===== config.mk =====
export PLATFORM = sky130hd
export DESIGN_NAME = id_stage
export DESIGN_NICKNAME = d
export VERILOG_FILES = /design/src/mips_id_pkg.sv /design/src/branch_resolve.sv /design/src/id_ex_reg.sv /design/src/id_stage.sv /design/src/inst_decode.sv /design/src/operand_select.sv
export SDC_FILE = /design/constraint.sdc
export NUM_CORES = 1
export LEC_CHECK = 0
export BUFFER_PORTS_ARGS = -buffer_cell sky130_fd_sc_hd__buf_2
export CAP_MARGIN = 20
export CORE_AREA = 4 4 181 183
export CTS_BUF_LIST = sky130_fd_sc_hd__clkbuf_16
export DETAILED_ROUTE_END_ITERATION = 10
export DIE_AREA = 0 0 185 187
export GPL_TIMING_DRIVEN = 0
export SETUP_SLACK_MARGIN = 0.05
export SLEW_MARGIN = 0
export SYNTH_ARGS = -nofsm -noshare
export SYNTH_HDL_FRONTEND = slang
export SYNTH_SLANG_ARGS = --single-unit

===== constraint.sdc =====
create_clock -name clk -period 6.85 [get_ports clk]
set_clock_uncertainty 0.1 [all_clocks]
set_input_delay 0.685 -clock clk [delete_from_list [all_inputs] [get_ports clk]]
set_output_delay 0.685 -clock clk [all_outputs]
set_load 0.005 [all_outputs]

===== src/mips_id_pkg.sv =====
package mips_id_pkg;

	typedef logic [31:0] word_t;     // data, pc or instruction word
	typedef logic [4:0]  reg_addr_t;
	typedef logic [11:0] alu_op_t;   // one-hot, bit 0 add .. bit 11 lui
	typedef logic [7:0]  mem_op_t;   // one-hot, bit 0 lb .. bit 7 sw
	typedef logic [3:0]  exc_t;      // {reserved, break, syscall, fetch}

	// major opcodes
	localparam logic [5:0] OP_SPECIAL = 6'h00;
	localparam logic [5:0] OP_REGIMM  = 6'h01;
	localparam logic [5:0] OP_J       = 6'h02;
	localparam logic [5:0] OP_JAL     = 6'h03;
	localparam logic [5:0] OP_BEQ     = 6'h04;
	localparam logic [5:0] OP_BNE     = 6'h05;
	localparam logic [5:0] OP_BLEZ    = 6'h06;
	localparam logic [5:0] OP_BGTZ    = 6'h07;
	localparam logic [5:0] OP_ADDI    = 6'h08;
	localparam logic [5:0] OP_ADDIU   = 6'h09;
	localparam logic [5:0] OP_SLTI    = 6'h0a;
	localparam logic [5:0] OP_SLTIU   = 6'h0b;
	localparam logic [5:0] OP_ANDI    = 6'h0c;
	localparam logic [5:0] OP_ORI     = 6'h0d;
	localparam logic [5:0] OP_XORI    = 6'h0e;
	localparam logic [5:0] OP_LUI     = 6'h0f;
	localparam logic [5:0] OP_LB      = 6'h20;
	localparam logic [5:0] OP_LH      = 6'h21;
	localparam logic [5:0] OP_LW      = 6'h23;
	localparam logic [5:0] OP_LBU     = 6'h24;
	localparam logic [5:0] OP_LHU     = 6'h25;
	localparam logic [5:0] OP_SB      = 6'h28;
	localparam logic [5:0] OP_SH      = 6'h29;
	localparam logic [5:0] OP_SW      = 6'h2b;

	// SPECIAL function field
	localparam logic [5:0] FN_SLL     = 6'h00;
	localparam logic [5:0] FN_SRL     = 6'h02;
	localparam logic [5:0] FN_SRA     = 6'h03;
	localparam logic [5:0] FN_SLLV    = 6'h04;
	localparam logic [5:0] FN_SRLV    = 6'h06;
	localparam logic [5:0] FN_SRAV    = 6'h07;
	localparam logic [5:0] FN_JR      = 6'h08;
	localparam logic [5:0] FN_JALR    = 6'h09;
	localparam logic [5:0] FN_SYSCALL = 6'h0c;
	localparam logic [5:0] FN_BREAK   = 6'h0d;
	localparam logic [5:0] FN_ADD     = 6'h20;
	localparam logic [5:0] FN_ADDU    = 6'h21;
	localparam logic [5:0] FN_SUB     = 6'h22;
	localparam logic [5:0] FN_SUBU    = 6'h23;
	localparam logic [5:0] FN_AND     = 6'h24;
	localparam logic [5:0] FN_OR      = 6'h25;
	localparam logic [5:0] FN_XOR     = 6'h26;
	localparam logic [5:0] FN_NOR     = 6'h27;
	localparam logic [5:0] FN_SLT     = 6'h2a;
	localparam logic [5:0] FN_SLTU    = 6'h2b;

	// REGIMM rt field
	localparam reg_addr_t RT_BLTZ   = 5'h00;
	localparam reg_addr_t RT_BGEZ   = 5'h01;
	localparam reg_addr_t RT_BLTZAL = 5'h10;
	localparam reg_addr_t RT_BGEZAL = 5'h11;

	localparam reg_addr_t LINK_REG    = 5'd31;
	localparam word_t     LINK_OFFSET = 32'd8;  // link value is pc + 8

	typedef struct packed {
		alu_op_t     alu_op;
		mem_op_t     mem_op;
		logic        src1_is_sa, src1_is_pc;
		logic        src2_is_imm_s, src2_is_imm_u, src2_is_8;
		logic        waddr_is_31, waddr_is_rt, wren;
		logic        ren1, ren2;
		logic        is_beq, is_bne, is_bgez, is_bgtz;   // bgezal counts as bgez
		logic        is_blez, is_bltz, is_jump_imm, is_jump_reg;
		logic        is_syscall, is_break, is_reserved, is_ov;
		reg_addr_t   rs, rt, rd, sa;
		logic [15:0] imm;
		logic [25:0] j_index;
	} decode_t;

	typedef struct packed {
		word_t     pc, opr1, opr2, offset, rtvalue;
		reg_addr_t waddr;
		logic      wren;
		alu_op_t   alu_op;
		mem_op_t   mem_op;
		logic      nofwd;     // load result not ready for bypass
		exc_t      excs;
		logic      has_exc;
		logic      ov_inst;
	} id_ex_t;

endpackage


===== src/branch_resolve.sv =====
`timescale 1ns/100ps

module branch_resolve (
	input  mips_id_pkg::decode_t dec_i,
	input  mips_id_pkg::word_t   pc_i,
	input  mips_id_pkg::word_t   raw1_i,
	input  mips_id_pkg::word_t   raw2_i,
	input  mips_id_pkg::word_t   ex_res_i,   // ALU result still in EX
	input  logic                 ex_as1_i,
	input  logic                 ex_as2_i,
	output logic                 branch_en_o,
	output mips_id_pkg::word_t   branch_pc_o,
	output logic                 is_branch_o
);
	import mips_id_pkg::*;

	word_t opr1;
	word_t opr2;
	word_t pc_plus4;
	word_t b_target;
	word_t j_target;
	logic  lz;
	logic  zero;
	logic  eq;
	logic  is_cond;

	assign opr1 = ex_as1_i ? ex_res_i : raw1_i;
	assign opr2 = ex_as2_i ? ex_res_i : raw2_i;

	assign lz   = opr1[31];
	assign zero = opr1 == '0;
	assign eq   = opr1 == opr2;

	assign pc_plus4 = pc_i + 32'd4;
	assign b_target = pc_plus4 + {{14{dec_i.imm[15]}}, dec_i.imm, 2'b00};
	assign j_target = {pc_plus4[31:28], dec_i.j_index, 2'b00};   // 256MB region

	assign is_cond = dec_i.is_beq | dec_i.is_bne | dec_i.is_bgez | dec_i.is_bgtz
		| dec_i.is_blez | dec_i.is_bltz;

	assign branch_en_o = (dec_i.is_beq & eq) | (dec_i.is_bne & ~eq)
		| (dec_i.is_bgez & ~lz) | (dec_i.is_bgtz & ~(lz | zero))
		| (dec_i.is_blez & (lz | zero)) | (dec_i.is_bltz & lz)
		| dec_i.is_jump_imm | dec_i.is_jump_reg;

	assign branch_pc_o = is_cond           ? b_target :
	                     dec_i.is_jump_imm ? j_target : opr1;

	// instructions whose target or decision depends on bypassed data
	assign is_branch_o = is_cond | dec_i.is_jump_reg;

endmodule


===== src/id_ex_reg.sv =====
`timescale 1ns/100ps

module id_ex_reg (
	input  logic                clk,
	input  logic                rst_n_i,
	input  logic                stall_i,    // hold, wins over flush
	input  logic                flush_i,
	input  mips_id_pkg::id_ex_t next_i,
	output mips_id_pkg::id_ex_t q_o
);

	always_ff @(posedge clk) begin
		if (!rst_n_i) begin
			q_o <= '0;
		end else if (!stall_i) begin
			if (flush_i) begin
				q_o <= '0;   // bubble
			end else begin
				q_o <= next_i;
			end
		end
	end

endmodule


===== src/id_stage.sv =====
`timescale 1ns/100ps

module id_stage (
	input  logic                   clk,
	input  logic                   rst_n_i,
	input  logic                   id_stall_i,
	input  logic                   id_flush_i,
	input  mips_id_pkg::word_t     id_pc_i,
	input  mips_id_pkg::word_t     id_inst_i,
	input  logic                   id_exc_i,
	input  mips_id_pkg::word_t     id_reg1data_i,
	input  mips_id_pkg::word_t     id_reg2data_i,
	input  mips_id_pkg::word_t     raw_data1_i,    // regfile data for branch compare
	input  mips_id_pkg::word_t     raw_data2_i,
	input  mips_id_pkg::word_t     id_res_from_ex_i,
	input  logic                   id_ex_res_as1_i,
	input  logic                   id_ex_res_as2_i,
	output logic                   id_ren1_o,
	output logic                   id_ren2_o,
	output mips_id_pkg::reg_addr_t id_reg1addr_o,
	output mips_id_pkg::reg_addr_t id_reg2addr_o,
	output logic                   id_branch_en_o,
	output mips_id_pkg::word_t     id_branch_pc_o,
	output logic                   id_is_branch_o,
	output mips_id_pkg::id_ex_t    id_ex_o
);
	import mips_id_pkg::*;

	decode_t dec;
	id_ex_t  id_ex_next;

	inst_decode i_decode (
		.inst_i (id_inst_i),
		.dec_o  (dec)
	);

	operand_select i_opsel (
		.dec_i      (dec),
		.pc_i       (id_pc_i),
		.reg1data_i (id_reg1data_i),
		.reg2data_i (id_reg2data_i),
		.exc_i      (id_exc_i),
		.next_o     (id_ex_next),
		.ren1_o     (id_ren1_o),
		.ren2_o     (id_ren2_o),
		.reg1addr_o (id_reg1addr_o),
		.reg2addr_o (id_reg2addr_o)
	);

	branch_resolve i_branch (
		.dec_i       (dec),
		.pc_i        (id_pc_i),
		.raw1_i      (raw_data1_i),
		.raw2_i      (raw_data2_i),
		.ex_res_i    (id_res_from_ex_i),
		.ex_as1_i    (id_ex_res_as1_i),
		.ex_as2_i    (id_ex_res_as2_i),
		.branch_en_o (id_branch_en_o),
		.branch_pc_o (id_branch_pc_o),
		.is_branch_o (id_is_branch_o)
	);

	id_ex_reg i_id_ex (
		.clk     (clk),
		.rst_n_i (rst_n_i),
		.stall_i (id_stall_i),
		.flush_i (id_flush_i),
		.next_i  (id_ex_next),
		.q_o     (id_ex_o)
	);

endmodule


===== src/inst_decode.sv =====
`timescale 1ns/100ps

module inst_decode (
	input  mips_id_pkg::word_t   inst_i,
	output mips_id_pkg::decode_t dec_o
);
	import mips_id_pkg::*;

	logic [5:0] opcode;
	logic [5:0] funct;
	reg_addr_t  rs, rt, rd, sa;
	logic       r_alu;   // SPECIAL with sa == 0
	logic       inst_add, inst_addu, inst_sub, inst_subu, inst_slt, inst_sltu;
	logic       inst_and, inst_or, inst_xor, inst_nor;
	logic       inst_sll, inst_srl, inst_sra, inst_sllv, inst_srlv, inst_srav;
	logic       inst_addi, inst_addiu, inst_slti, inst_sltiu;
	logic       inst_andi, inst_ori, inst_xori, inst_lui;
	logic       inst_lb, inst_lbu, inst_lh, inst_lhu, inst_lw, inst_sb, inst_sh, inst_sw;
	logic       inst_beq, inst_bne, inst_bgez, inst_bgtz, inst_blez, inst_bltz;
	logic       inst_bgezal, inst_bltzal, inst_j, inst_jal, inst_jr, inst_jalr;
	logic       inst_syscall, inst_break;
	logic       is_load, is_store, is_link, cond_nolink, inst_valid;

	assign opcode = inst_i[31:26];
	assign rs     = inst_i[25:21];
	assign rt     = inst_i[20:16];
	assign rd     = inst_i[15:11];
	assign sa     = inst_i[10:6];
	assign funct  = inst_i[5:0];

	assign r_alu       = (opcode == OP_SPECIAL) && (sa == '0);
	assign inst_add    = r_alu && (funct == FN_ADD);
	assign inst_addu   = r_alu && (funct == FN_ADDU);
	assign inst_sub    = r_alu && (funct == FN_SUB);
	assign inst_subu   = r_alu && (funct == FN_SUBU);
	assign inst_slt    = r_alu && (funct == FN_SLT);
	assign inst_sltu   = r_alu && (funct == FN_SLTU);
	assign inst_and    = r_alu && (funct == FN_AND);
	assign inst_or     = r_alu && (funct == FN_OR);
	assign inst_xor    = r_alu && (funct == FN_XOR);
	assign inst_nor    = r_alu && (funct == FN_NOR);
	assign inst_sllv   = r_alu && (funct == FN_SLLV);
	assign inst_srlv   = r_alu && (funct == FN_SRLV);
	assign inst_srav   = r_alu && (funct == FN_SRAV);
	// fixed shifts carry sa, so rs must be zero instead
	assign inst_sll    = (opcode == OP_SPECIAL) && (funct == FN_SLL) && (rs == '0);
	assign inst_srl    = (opcode == OP_SPECIAL) && (funct == FN_SRL) && (rs == '0);
	assign inst_sra    = (opcode == OP_SPECIAL) && (funct == FN_SRA) && (rs == '0);
	assign inst_jr     = r_alu && (funct == FN_JR) && (rt == '0) && (rd == '0);
	assign inst_jalr   = r_alu && (funct == FN_JALR) && (rt == '0);
	assign inst_syscall = (opcode == OP_SPECIAL) && (funct == FN_SYSCALL);
	assign inst_break  = (opcode == OP_SPECIAL) && (funct == FN_BREAK);

	assign inst_addi   = opcode == OP_ADDI;
	assign inst_addiu  = opcode == OP_ADDIU;
	assign inst_slti   = opcode == OP_SLTI;
	assign inst_sltiu  = opcode == OP_SLTIU;
	assign inst_andi   = opcode == OP_ANDI;
	assign inst_ori    = opcode == OP_ORI;
	assign inst_xori   = opcode == OP_XORI;
	assign inst_lui    = (opcode == OP_LUI) && (rs == '0);
	assign inst_lb     = opcode == OP_LB;
	assign inst_lbu    = opcode == OP_LBU;
	assign inst_lh     = opcode == OP_LH;
	assign inst_lhu    = opcode == OP_LHU;
	assign inst_lw     = opcode == OP_LW;
	assign inst_sb     = opcode == OP_SB;
	assign inst_sh     = opcode == OP_SH;
	assign inst_sw     = opcode == OP_SW;

	assign inst_beq    = opcode == OP_BEQ;
	assign inst_bne    = opcode == OP_BNE;
	assign inst_bgtz   = (opcode == OP_BGTZ) && (rt == '0);
	assign inst_blez   = (opcode == OP_BLEZ) && (rt == '0);
	assign inst_bltz   = (opcode == OP_REGIMM) && (rt == RT_BLTZ);
	assign inst_bgez   = (opcode == OP_REGIMM) && (rt == RT_BGEZ);
	assign inst_bltzal = (opcode == OP_REGIMM) && (rt == RT_BLTZAL);
	assign inst_bgezal = (opcode == OP_REGIMM) && (rt == RT_BGEZAL);
	assign inst_j      = opcode == OP_J;
	assign inst_jal    = opcode == OP_JAL;

	assign is_load     = inst_lb | inst_lbu | inst_lh | inst_lhu | inst_lw;
	assign is_store    = inst_sb | inst_sh | inst_sw;
	assign is_link     = inst_jal | inst_jalr | inst_bgezal | inst_bltzal;
	assign cond_nolink = inst_beq | inst_bne | inst_bgez | inst_bgtz | inst_blez | inst_bltz;
	assign inst_valid  = inst_add | inst_addu | inst_sub | inst_subu | inst_slt | inst_sltu
		| inst_and | inst_or | inst_xor | inst_nor | inst_sll | inst_srl | inst_sra
		| inst_sllv | inst_srlv | inst_srav | inst_addi | inst_addiu | inst_slti
		| inst_sltiu | inst_andi | inst_ori | inst_xori | inst_lui | is_load | is_store
		| cond_nolink | is_link | inst_j | inst_jr | inst_syscall | inst_break;

	always_comb begin
		dec_o.alu_op[0]  = inst_add | inst_addu | inst_addi | inst_addiu
			| is_load | is_store | is_link;       // address calc and pc + 8
		dec_o.alu_op[1]  = inst_sub | inst_subu;
		dec_o.alu_op[2]  = inst_slt | inst_slti;
		dec_o.alu_op[3]  = inst_sltu | inst_sltiu;
		dec_o.alu_op[4]  = inst_and | inst_andi;
		dec_o.alu_op[5]  = inst_nor;
		dec_o.alu_op[6]  = inst_or | inst_ori;
		dec_o.alu_op[7]  = inst_xor | inst_xori;
		dec_o.alu_op[8]  = inst_sll | inst_sllv;
		dec_o.alu_op[9]  = inst_srl | inst_srlv;
		dec_o.alu_op[10] = inst_sra | inst_srav;
		dec_o.alu_op[11] = inst_lui;
		dec_o.mem_op     = {inst_sw, inst_sh, inst_sb, inst_lw, inst_lhu, inst_lh, inst_lbu, inst_lb};

		dec_o.src1_is_sa    = inst_sll | inst_srl | inst_sra;
		dec_o.src1_is_pc    = is_link;
		dec_o.src2_is_imm_s = inst_addi | inst_addiu | inst_slti | inst_sltiu | is_load | is_store;
		dec_o.src2_is_imm_u = inst_andi | inst_ori | inst_xori;
		dec_o.src2_is_8     = is_link;
		dec_o.waddr_is_31   = is_link;
		dec_o.waddr_is_rt   = inst_addi | inst_addiu | inst_slti | inst_sltiu | inst_andi
			| inst_ori | inst_xori | inst_lui | is_load;
		dec_o.wren = ~(is_store | cond_nolink | inst_j | inst_jr | inst_syscall | inst_break
			| ~inst_valid);

		dec_o.ren1 = inst_add | inst_addu | inst_sub | inst_subu | inst_slt | inst_sltu
			| inst_and | inst_or | inst_xor | inst_nor | inst_sllv | inst_srlv | inst_srav
			| inst_addi | inst_addiu | inst_slti | inst_sltiu | inst_andi | inst_ori | inst_xori
			| is_load | is_store | cond_nolink | inst_bgezal | inst_bltzal | inst_jr | inst_jalr;
		dec_o.ren2 = inst_add | inst_addu | inst_sub | inst_subu | inst_slt | inst_sltu
			| inst_and | inst_or | inst_xor | inst_nor | inst_sll | inst_srl | inst_sra
			| inst_sllv | inst_srlv | inst_srav | inst_beq | inst_bne | is_store;

		dec_o.is_beq      = inst_beq;
		dec_o.is_bne      = inst_bne;
		dec_o.is_bgez     = inst_bgez | inst_bgezal;
		dec_o.is_bgtz     = inst_bgtz;
		dec_o.is_blez     = inst_blez;
		dec_o.is_bltz     = inst_bltz | inst_bltzal;
		dec_o.is_jump_imm = inst_j | inst_jal;
		dec_o.is_jump_reg = inst_jr | inst_jalr;
		dec_o.is_syscall  = inst_syscall;
		dec_o.is_break    = inst_break;
		dec_o.is_reserved = ~inst_valid;
		dec_o.is_ov       = inst_add | inst_addi | inst_sub;   // signed overflow traps

		dec_o.rs      = rs;
		dec_o.rt      = rt;
		dec_o.rd      = rd;
		dec_o.sa      = sa;
		dec_o.imm     = inst_i[15:0];
		dec_o.j_index = inst_i[25:0];
	end

endmodule


===== src/operand_select.sv =====
`timescale 1ns/100ps

module operand_select (
	input  mips_id_pkg::decode_t   dec_i,
	input  mips_id_pkg::word_t     pc_i,
	input  mips_id_pkg::word_t     reg1data_i,
	input  mips_id_pkg::word_t     reg2data_i,
	input  logic                   exc_i,      // fetch side exception
	output mips_id_pkg::id_ex_t    next_o,
	output logic                   ren1_o,
	output logic                   ren2_o,
	output mips_id_pkg::reg_addr_t reg1addr_o,
	output mips_id_pkg::reg_addr_t reg2addr_o
);
	import mips_id_pkg::*;

	word_t sign_ext;
	word_t zero_ext;
	word_t lui_ext;
	exc_t  excs;

	assign sign_ext = {{16{dec_i.imm[15]}}, dec_i.imm};
	assign zero_ext = {16'h0, dec_i.imm};
	assign lui_ext  = {dec_i.imm, 16'h0};
	assign excs     = {dec_i.is_reserved, dec_i.is_break, dec_i.is_syscall, exc_i};

	assign ren1_o     = dec_i.ren1;
	assign ren2_o     = dec_i.ren2;
	assign reg1addr_o = dec_i.rs;
	assign reg2addr_o = dec_i.rt;

	always_comb begin
		next_o.pc   = pc_i;
		next_o.opr1 = dec_i.src1_is_sa ? {27'h0, dec_i.sa} :
		              dec_i.src1_is_pc ? pc_i : reg1data_i;
		next_o.opr2 = dec_i.src2_is_imm_s ? sign_ext :
		              dec_i.src2_is_imm_u ? zero_ext :
		              dec_i.alu_op[11]    ? lui_ext :    // lui
		              dec_i.src2_is_8     ? LINK_OFFSET : reg2data_i;
		next_o.offset  = sign_ext;
		next_o.rtvalue = reg2data_i;   // store data
		next_o.waddr   = dec_i.waddr_is_31 ? LINK_REG :
		                 dec_i.waddr_is_rt ? dec_i.rt : dec_i.rd;
		next_o.wren    = dec_i.wren;
		next_o.alu_op  = dec_i.alu_op;
		next_o.mem_op  = dec_i.mem_op;
		next_o.nofwd   = |dec_i.mem_op[4:0];   // any load
		next_o.excs    = excs;
		next_o.has_exc = |excs;
		next_o.ov_inst = dec_i.is_ov;
	end

endmodule


Word level (Yosys, flattened, before mapping)
Cells that the tools add are included.

word-level totals
  register bits after elaboration = 193
  input bits = 231
  output and inout bits = 239
  logic and storage cells = 246

operators by class
  $add $sub $neg = 2
  equality and inequality tests = 46
  muxes and demuxes = 13
  bitwise gates (word level) = 129
  reductions and logical operators = 43

operator list
  kind                   count
  $mux 32                10
  $mux 193               1
  $or 1x1->1             118
  $eq 6x6->1 const B     18
  $eq 6x4->1 const B     12
  $eq 6x3->1 const B     7
  $logic_and 1x1->1      34
  $add 32x3->32 const B  1
  $add 32x32->32         1
  $eq 32x32->1           1
  $logic_not 32->1       1
  $eq 6x2->1 const B     4
  $logic_not 5->1        4
  $logic_not 6->1        2
  $eq 5x5->1 const B     2
  $mux 5                 2
  $and 1x1->1            6
  $eq 6x1->1 const B     1
  $eq 5x1->1 const B     1
  $not 1->1              5
  $reduce_or 5->1        1
  $reduce_or 4->1        1

Depth between registers and ports, before layout
Gate-level depths: netlist of run 1.

  depth after elaboration = 38
  mapped depth = 14
  mapped depth without buffers = 14

Modules after synthesis
Synthesis of run 1 repeated with hierarchy kept, for this count alone.

unflattened totals
  cells, all modules = 1925
  area total of the unflattened synthesis = 14438.8 um^2

modules (own cells, without submodules)
  module          times used  cells each  area each (um^2)  seq. area each (um^2)
  id_ex_reg       1           858         6971.7            3863.7
  branch_resolve  1           584         4008.8            0.0
  operand_select  1           275         2040.7            0.0
  inst_decode     1           208         1417.6            0.0

Least setup slack after synthesis of run 1
Ideal clock, no wire load.

  kind = input to output
  from = in id_pc_i[4]
  to = out id_branch_pc_o[31]
  data arrival time = 3.983 ns
  setup slack = 2.082 ns
  stages = 14
  path buffers = 1
  cells stage by stage = buf_2 > nand4_1 > nor4_1 > nand3_1 > xnor2_1 > ha_1 > a21o_1 > a21oi_1 > o21ai_0 > a21oi_1 > o21ai_0 > a2111o_1 > a41o_1 > a311o_1

between the ends
  word-level cells in the longest chain between the ends = 3
  elaborated cells between the ends (all ways) = 4
  classes of those cells = 2 x add/sub; 2 x mux

ends and longest elaborated chain
  element                                    RTL line                                    text
  from (decl)                                id_stage.sv:8                               input mips_id_pkg::word_t id_pc_i,
  $add 32x3->32 (*)                          branch_resolve.sv:34                        assign pc_plus4 = pc_i + 32'd4;
  $add 32x32->32 or $mux 32 (tied branches)  branch_resolve.sv:35, branch_resolve.sv:47
  $mux 32 (*)                                branch_resolve.sv:46                        assign branch_pc_o = is_cond ? b_target :
  to (decl)                                  id_stage.sv:23                              output mips_id_pkg::word_t id_branch_pc_o,

Every way passes the cells marked *; elsewhere a longest branch is shown, timed or not.

Worst setup path after layout of run 1
Ends and elaborated chain as after synthesis.

==> results of run 1 <==
-- worst reg2reg max path: stages, from the launching register on --
cell,delay [ns]
dfxtp_1,0.66
a22oi_1,0.18
nor2_1,0.12
-- through the flow --
stage,hold slack [ns],setup WS [ns],total power [mW]
3_3_place_gp,0.336,1.17,1.80
2_1_floorplan,0.344,2.08,1.49
4_1_cts,0.351,1.15,2.81
6_report,0.352,1.17,2.81
3_5_place_dp,0.337,1.20,1.81
5_1_grt,0.388,0.824,2.93
-- cell families (layout without fill, tap and decap cells) --
kind of cell	Yosys count	in the layout	share of synthesized area
AOI/OAI and AO/OA	418	418	0.253
xor gates and xnor gates	102	102	0.0781
adders and majority gates	31	31	0.0346
buffers and inverters	147	644	0.0634
DFF	177	177	0.310
muxes	77	77	0.0679
other	0	2	0
and+or+nand+nor	484	484	0.193
-- report_power, final --
group | switching, mW | internal [mW]
clock network | 0.463 | 0.550
logic | 0.424 | 0.286
registers | 0.0199 | 1.07
-- area by class of cell --
class | instances | area [µm²] | area share
multi-input combinational | 1112 | 7170 | 0.482
sequential | 177 | 3540 | 0.238
timing repair buffer | 465 | 2330 | 0.157
buffer | 131 | 664 | 0.0447
tap | 402 | 503 | 0.0338
clock buffer | 17 | 425 | 0.0286
clock inverter | 15 | 178 | 0.0119
inverter | 16 | 60.1 | 0.00404
antenna | 2 | 5.00 | 0.000336
-- worst max path at each step --
stage | from | endpoint | slack (ns) | cells past startpoint
after floorplan | id_pc_i[4] | id_branch_pc_o[31] | 2.08 | 14
after global placement | id_pc_i[4] | id_branch_pc_o[31] | 1.17 | 15
after detailed placement | id_pc_i[4] | id_branch_pc_o[31] | 1.20 | 15
after CTS | id_pc_i[4] | id_branch_pc_o[31] | 1.15 | 15
after global routing | id_pc_i[4] | id_branch_pc_o[31] | 0.82 | 15
final | id_pc_i[4] | id_branch_pc_o[31] | 1.17 | 15
-- layer usage --
metal	share of wire	vias to the layer above	GRT usage
met2	0.46	577	0.468
met5	0	-	0
li1	-	6177	-
met1	0.43	6245	0.377
met4	0.030	0	0.0864
met3	0.077	91	0.0679
-- synthesized netlist by cell type, types with 11 or more instances --
library cell,number,area [µm²]
clkbuf_1,84,315
a31oi_1,11,68.8
xnor2_1,53,464
nor2_1,196,736
o211ai_1,33,248
inv_1,14,52.6
ha_1,30,375
buf_4,27,203
a222oi_1,15,150
a22oi_1,104,781
nand3_1,24,120
o21ai_0,75,375
nand4_1,18,113
a2bb2oi_1,28,245
nor4_1,19,119
a21oi_1,68,340
dfxtp_1,177,3540
a21o_1,19,143
xor2_1,49,429
nor3_1,24,120
mux2i_1,73,731
nand2_1,140,526
==> metrics.txt, run 1 <==
Placed Instances 2302; DR vias 13100; GRT overflow 0; Post-route DRC 0; Die ar. 34600 µm²; hold path depth 2; biggest regs i_id_ex.q_o: 177 flops; RSZ-0062 raised after global routing false; IO Port Bufs 463; Post-Synthesis Mean Instance Area 7.96 µm²; DRT antenna net count 0; Die W 185 µm; worst-path cell with the longest stage delay nor4_1; Setup violations, final 0; first-pass GRT wire length 76.7 mm; crit path kind input port to output pin; via/cell ratio 5.60; # nets final 2182; max incr delay on CP 0.85 ns; max reg flops 177; TNS Setup 0 ns; layout cells sized above 1 0.287; Final Max Tran Viols 0; commonest cells after routing, fill and taps aside buf_2 (470), nor2_1 (196), dfxtp_1 (177); flop2flop setup slack 5.73 ns; largest register by flop count i_id_ex.q_o; critical path arrival 4.89 ns; RR Endpoint i_id_ex.q_o[95]$_SDFFE_PN0N_; fmax 0.176 GHz; Top FF cell, synth dfxtp_1; HP Start i_id_ex.q_o[117]$_SDFFE_PN0N_; data required time of the critical path 6.06 ns; Yosys cell types 76; total CTS buffers 17; clk buf depth 2; Final Util 0.476; post-layout min period 5.68 ns; core area 31200 µm²; fillers 3261; final period utilization 0.829; initial antenna violation count 2; PwrDens 189 nW/µm²; run status finished, final reports clean; die height 187 µm; startpoint types input port; CP top delay family compound AO/OA/AOI/OAI gates; CP cell instances buf_2 > nand4_1 > nor4_1 > nand3_1 > xnor2_1 > ha_1 > a21o_1 > a21oi_1 > o21ai_0 > a21oi_1 > o21ai_0 > a2111o_1 > a41o_1 > a311o_1 > buf_2; Pre-antenna DRT Iters 5; fin cells 2337; Post-Syn Nets 1698; Hold Buf Count CTS 0; Clock Latency Late Sink 0.44 ns; worst r2r path cells 2; initial DRC count 1048; leak pwr 7.06 nW; FF-to-FF Start i_id_ex.q_o[95]$_SDFFE_PN0N_; hold endpoint i_id_ex.q_o[117]$_SDFFE_PN0N_; CTS clk-pin slew, worst paths 0.07 ns; EDFF count, synth 0; placed cell areas 14300 µm²; post-CTS sizing 0; post-synthesis sequential area ratio 0.310; Hold Path Class register to register; H-tree depth 4; vias in the first global route 12500; commonest non-fill, non-tap cell in the layout buf_2; ys async rst share 0; # rows 65; synthesized area 11400 µm²; CTS tree built; Critical Path Sink Type output pin; CTS Sinks 177; clock root buffer clkbuf_16; GRT Util Overall 0.287; largest net degree at the start of global routing 19; post-route cell area 14900 µm²; area grow syn2layout 30.2%; Final Hold Fails 0; cell count after synthesis 1436; max cap viols 0; hpwl dp 42.3 mm; #FFs+latches synth 177; Ys Warns 0; average wire per standard cell 22.4 µm; Slew headroom 0.382; Starting Density 0.366; Buffers & Inverters on Critical Path 2; Peak supply drop 140 µV; routability congestion estimate 0.938; WL final 52.4 mm; Worst-Margin Slew 0.918 ns; number of setup buffers added after CTS 0; Worst Path Max Fanout 7; IO Pins 470
Note: power is estimated with default switching activity, not from simulation.
==> run 2: changes to the inputs <==
CORE_AREA = 4 4 183 185   (was 4 4 181 183)
DIE_AREA = 0 0 187 189   (was 0 0 185 187)
clock period = 5.9 ns   (was 6.85 ns; I/O delays follow)
==> metrics.txt, run 2 (same netlist as run 1, synthesis figures left out) <==
final period utilization 0.888; via/cell ratio 5.53 (was 5.60); data required time of the critical path 5.21 ns (was 6.06 ns); IO Pins 470 (unchanged); Die ar. 35300 µm² (was 34600 µm²); max cap viols 0 (unchanged); clk buf depth 2 (unchanged); post-layout min period 5.24 ns; run status finished, final reports clean (unchanged); H-tree depth 4 (unchanged); CTS clk-pin slew, worst paths 0.08 ns (was 0.07 ns); TNS Setup 0 ns (unchanged); Clock Latency Late Sink 0.43 ns (was 0.44 ns); vias in the first global route 12600 (was 12500); commonest cells after routing, fill and taps aside buf_2 (470), nor2_1 (196), dfxtp_1 (177) (unchanged); max reg flops 177 (unchanged); Hold Buf Count CTS 0 (unchanged); DRT antenna net count 0 (unchanged); biggest regs i_id_ex.q_o: 177 flops (unchanged); Starting Density 0.357 (was 0.366); grt peak-use layer met2 (unchanged); GRT met1 Usage 0.374 (was 0.377); CP top delay family compound AO/OA/AOI/OAI gates (unchanged); CP cell instances buf_2 > nand4_1 > nor4_2 > nand3_1 > xnor2_1 > ha_1 > a21o_1 > a21oi_1 > o21ai_0 > a21oi_1 > o21ai_0 > a2111o_1 > a41o_1 > a311o_1 > buf_2 (was buf_2 > nand4_1 > nor4_1 > nand3_1 > xnor2_1 > ha_1 > a21o_1 > a21oi_1 > o21ai_0 > a21oi_1 > o21ai_0 > a2111o_1 > a41o_1 > a311o_1 > buf_2); initial antenna violation count 0 (was 2); GRT Util Overall 0.283 (was 0.287); Diodes inserted 0 (was 2); IO Port Bufs 463 (unchanged); Setup violations, final 0 (unchanged); Final Hold Fails 0 (unchanged); average wire per standard cell 22.7 µm (was 22.4 µm); clock root buffer clkbuf_16 (unchanged); Post-route DRC 0 (unchanged); Pre-antenna DRT Iters 7 (was 5); Critical Path Sink Type output pin (unchanged); total CTS buffers 17 (unchanged); worst-path cell with the longest stage delay nor4_2 (was nor4_1); area grow syn2layout 29.8% (was 30.2%); layout cells sized above 1 0.287 (about the same); Hold Path Class input port to register (was register to register); hpwl dp 42.9 mm (was 42.3 mm); startpoint types input port (unchanged); largest net degree at the start of global routing 19 (unchanged); Slew headroom 0.390 (was 0.382); Tot Pwr 3.18 mW (was 2.81 mW); initial DRC count 989 (was 1048); # rows 66 (was 65); leak pwr 7.04 nW (was 7.06 nW); # nets final 2182 (unchanged); core area 32000 µm² (was 31200 µm²); WL final 53.1 mm (was 52.4 mm); fmax 0.191 GHz; largest register by flop count i_id_ex.q_o (unchanged); PwrDens 214 nW/µm² (was 189 nW/µm²); CTS tree built (unchanged); CTS Sinks 177 (unchanged); crit path kind input port to output pin (unchanged); die height 189 µm (was 187 µm); Die W 187 µm (was 185 µm); routability congestion estimate 0.918 (was 0.938); Peak supply drop 170 µV (was 140 µV); critical path arrival 4.55 ns (was 4.89 ns); Global Route met2 Usage 0.469 (was 0.468); max incr delay on CP 0.60 ns (was 0.85 ns); worst slack, placed 0.429 ns (was 1.20 ns); Worst Path Max Fanout 6 (was 7); commonest non-fill, non-tap cell in the layout buf_2 (unchanged); RSZ-0062 raised after global routing false (unchanged); final setup margin 0.663 ns (was 1.17 ns); Buffers & Inverters on Critical Path 2 (unchanged); Worst-Margin Slew 0.916 ns (was 0.918 ns); DR vias 12900 (was 13100); first-pass GRT wire length 78.3 mm (was 76.7 mm); met3 global-route usage 0.0599 (was 0.0679); Final Max Tran Viols 0 (unchanged); GRT overflow 0 (unchanged)
run 2: metrics by stage:
| step | area [µm²] | util | instances | hold WS, ns |
|---|---|---|---|---|
| 2_1_floorplan | 11400 | - | 1436 | 0.344 |
| 4_1_cts | 14800 | 0.463 | 2340 | 0.290 |
| 3_3_place_gp | 14300 | 0.445 | 2307 | 0.333 |
| 6_report | 14800 | 0.463 | 2341 | 0.308 |
| 5_1_grt | 14800 | 0.463 | 2341 | 0.301 |
| 3_5_place_dp | 14300 | 0.445 | 2308 | 0.339 |
run 2: power breakdown:
group	internal (mW)	leakage, nW	total [mW]	switching [mW]
registers	1.24	1.44	1.26	0.0224
logic	0.332	5.33	0.828	0.497
clock network	0.553	0.274	1.09	0.539
total	2.12	7.04	3.18	1.06
run 2: repair_timing:
action                     4_1_cts  5_1_grt
buffers inserted                 0        0
resized for setup                0        1
setup endpoints to repair        0        1
run 2: routing by layer:
layer | vias up | wire length, µm
met5 | - | 0
met4 | 0 | 1590
met3 | 79 | 3700
met2 | 546 | 24600
met1 | 6135 | 23200
li1 | 6182 | -
run 2: path summary, 6_finish.rpt:
kind	cells after the start	startpoint	slack, ns	to
min reg2reg	2	i_id_ex.q_o[115]$_SDFFE_PN0N_	0.35	i_id_ex.q_o[115]$_SDFFE_PN0N_
min	3	id_reg2data_i[0]	0.31	i_id_ex.q_o[33]$_SDFFE_PN0N_
max reg2reg	2	i_id_ex.q_o[95]$_SDFFE_PN0N_	4.80	i_id_ex.q_o[95]$_SDFFE_PN0N_
max	15	id_pc_i[6]	0.66	id_branch_pc_o[31]
run 2: worst min-delay path, stage by stage:
cell	delay, ns
buf_2	0.10
a22oi_1	0.06
nor2_1	0.07
run 2: area by class of cell:
cell class / count / area, µm²
Buffer: 131 / 664
Clock buffer: 17 / 425
Clock inverter: 15 / 128
Fill cell: 3277 / 17200
Inverter: 16 / 60.1
Multi-Input combinational cell: 1112 / 7170
Sequential cell: 177 / 3540
Tap cell: 408 / 510
Timing Repair Buffer: 465 / 2330
==> run 3: changes to the inputs <==
PLACE_DENSITY = 0.71   (was unset)
==> metrics.txt, run 3 (same netlist as run 1, synthesis figures left out) <==
Net Sw Power 1.05 mW (was 1.06 mW); Setup violations, final 0 (unchanged); wire length on met3 4.26 mm (was 3.70 mm); DR vias 13300 (was 12900); post-layout min period 5.56 ns (was 5.24 ns); H-tree depth 4 (unchanged); Critical Path Sink Type output pin (unchanged); Hold Buf Count CTS 0 (unchanged); initial antenna violation count 2 (was 0); Worst-Margin Slew 0.927 ns (was 0.916 ns); GRT Util Overall 0.284 (was 0.283); via/cell ratio 5.68 (was 5.53); Peak supply drop 144 µV (was 170 µV); WL met2 24.7 mm (was 24.6 mm); crit path kind input port to output pin (unchanged); Power Internal 2.12 mW (about the same); final setup margin 0.338 ns (was 0.663 ns); critical path arrival 4.87 ns (was 4.55 ns); Metal-1 WL 22.4 mm (was 23.2 mm); clock root buffer clkbuf_16 (unchanged); largest register by flop count i_id_ex.q_o (unchanged); Die ar. 35300 µm² (unchanged); Hold Path Class input port to register (unchanged); switch share 0.331 (was 0.333); TNS Setup 0 ns (unchanged); worst slack, placed 0.406 ns (was 0.429 ns); # rows 66 (unchanged); die height 189 µm (unchanged); Worst Setup SP id_pc_i[4] (was id_pc_i[6]); Final Hold Fails 0 (unchanged); GRT overflow 0 (unchanged); core area 32000 µm² (unchanged); routability congestion estimate 0.940 (was 0.918); commonest cells after routing, fill and taps aside buf_2 (471), nor2_1 (196), dfxtp_1 (177) (was buf_2 (470), nor2_1 (196), dfxtp_1 (177)); Pre-antenna DRT Iters 10 (was 7); hpwl dp 43.3 mm (was 42.9 mm); max reg flops 177 (unchanged); WL final 53.5 mm (was 53.1 mm); Seq pwr share 0.397 (was 0.396); final period utilization 0.943 (was 0.888); CTS clk-pin slew, worst paths 0.07 ns (was 0.08 ns); Max Used Layer met5 (was met4); vias in the first global route 12700 (was 12600); Diodes inserted 0 (unchanged); run status finished, final reports clean (unchanged); Die W 187 µm (unchanged); Hold WS 0.304 ns (was 0.308 ns); average wire per standard cell 22.8 µm (was 22.7 µm); IO Port Bufs 463 (unchanged); first-pass GRT wire length 78.3 mm (about the same); # nets final 2182 (unchanged); startpoint types input port (unchanged); initial DRC count 1229 (was 989); commonest non-fill, non-tap cell in the layout buf_2 (unchanged); data required time of the critical path 5.21 ns (about the same); HP Start id_reg2data_i[1] (was id_reg2data_i[0]); IO Pins 470 (unchanged); FF-to-FF Start i_id_ex.q_o[95]$_SDFFE_PN0N_ (unchanged); CTS Sinks 177 (unchanged); largest net degree at the start of global routing 19 (unchanged); PwrDens 214 nW/µm² (about the same); RSZ-0062 raised after global routing false (unchanged); fillers 3262 (was 3277); Worst Path Max Fanout 7 (was 6); Tot Pwr 3.17 mW (was 3.18 mW); Slew headroom 0.376 (was 0.390); DRT antenna net count 0 (unchanged); Final Util 0.463 (about the same); total CTS buffers 17 (unchanged); leak pwr 7.04 nW (about the same); post-CTS sizing 0 (unchanged); biggest regs i_id_ex.q_o: 177 flops (unchanged); clk buf depth 2 (unchanged); Clock Latency Late Sink 0.43 ns (about the same); CTS tree built (unchanged); max cap viols 0 (unchanged); area grow syn2layout 29.7% (was 29.8%); clock share of power 0.342 (was 0.344); Starting Density 0.357 (unchanged); Final Max Tran Viols 0 (unchanged); Post-route DRC 0 (unchanged); fmax 0.180 GHz (was 0.191 GHz); number of setup buffers added after CTS 0 (unchanged); Gate power share 0.260 (about the same); layout cells sized above 1 0.287 (about the same)
-- run 3: per-stage QoR --
stage,area (µm²),std cells
after floorplan,11400,1436
after global placement,14300,2307
after detailed placement,14300,2307
after CTS,14800,2339
after global routing,14800,2341
final,14800,2341
-- run 3: critical path: stages --
cell	delay, ns
buf_2	0.18
nand4_1	0.24
nor4_1	0.85
nand3_1	0.19
xnor2_1	0.18
ha_1	0.37
a21o_1	0.19
a21oi_1	0.19
o21ai_0	0.10
a21oi_1	0.14
o21ai_0	0.30
a2111o_1	0.51
a2111oi_0	0.45
a311o_1	0.25
buf_2	0.14
-- run 3: per-layer routing --
layer  vias up  track usage
met5         -            0
li1       6185            -
met2       658        0.470
met3       118       0.0682
met4         4        0.105
met1      6323        0.362
-- run 3: final cells by class --
type | count | area [µm²] | share of cell area
Multi-Input combinational cell | 1112 | 7170 | 0.483
Tap cell | 408 | 510 | 0.0344
Timing Repair Buffer | 465 | 2330 | 0.157
Inverter | 16 | 60.1 | 0.00405
Sequential cell | 177 | 3540 | 0.239
Clock buffer | 17 | 425 | 0.0287
Buffer | 131 | 664 | 0.0448
Clock inverter | 15 | 128 | 0.00861
-- run 3: path summary, 6_finish.rpt --
check	slack [ns]	cells after the start	endpoint
setup / recovery	0.34	15	id_branch_pc_o[31]
hold / removal	0.30	3	i_id_ex.q_o[34]$_SDFFE_PN0N_
setup reg to reg	4.77	2	i_id_ex.q_o[95]$_SDFFE_PN0N_
hold reg to reg	0.35	2	i_id_ex.q_o[117]$_SDFFE_PN0N_
-- run 3: power groups by stage --
stage / Clock (mW) / Sequential (mW) / Combinational [mW]
3_5_place_dp: 0 / 1.29 / 0.813
2_1_floorplan: 0 / 1.29 / 0.441
5_1_grt: 1.15 / 1.26 / 0.891
4_1_cts: 1.10 / 1.26 / 0.817
3_3_place_gp: 0 / 1.29 / 0.802
6_report: 1.09 / 1.26 / 0.826
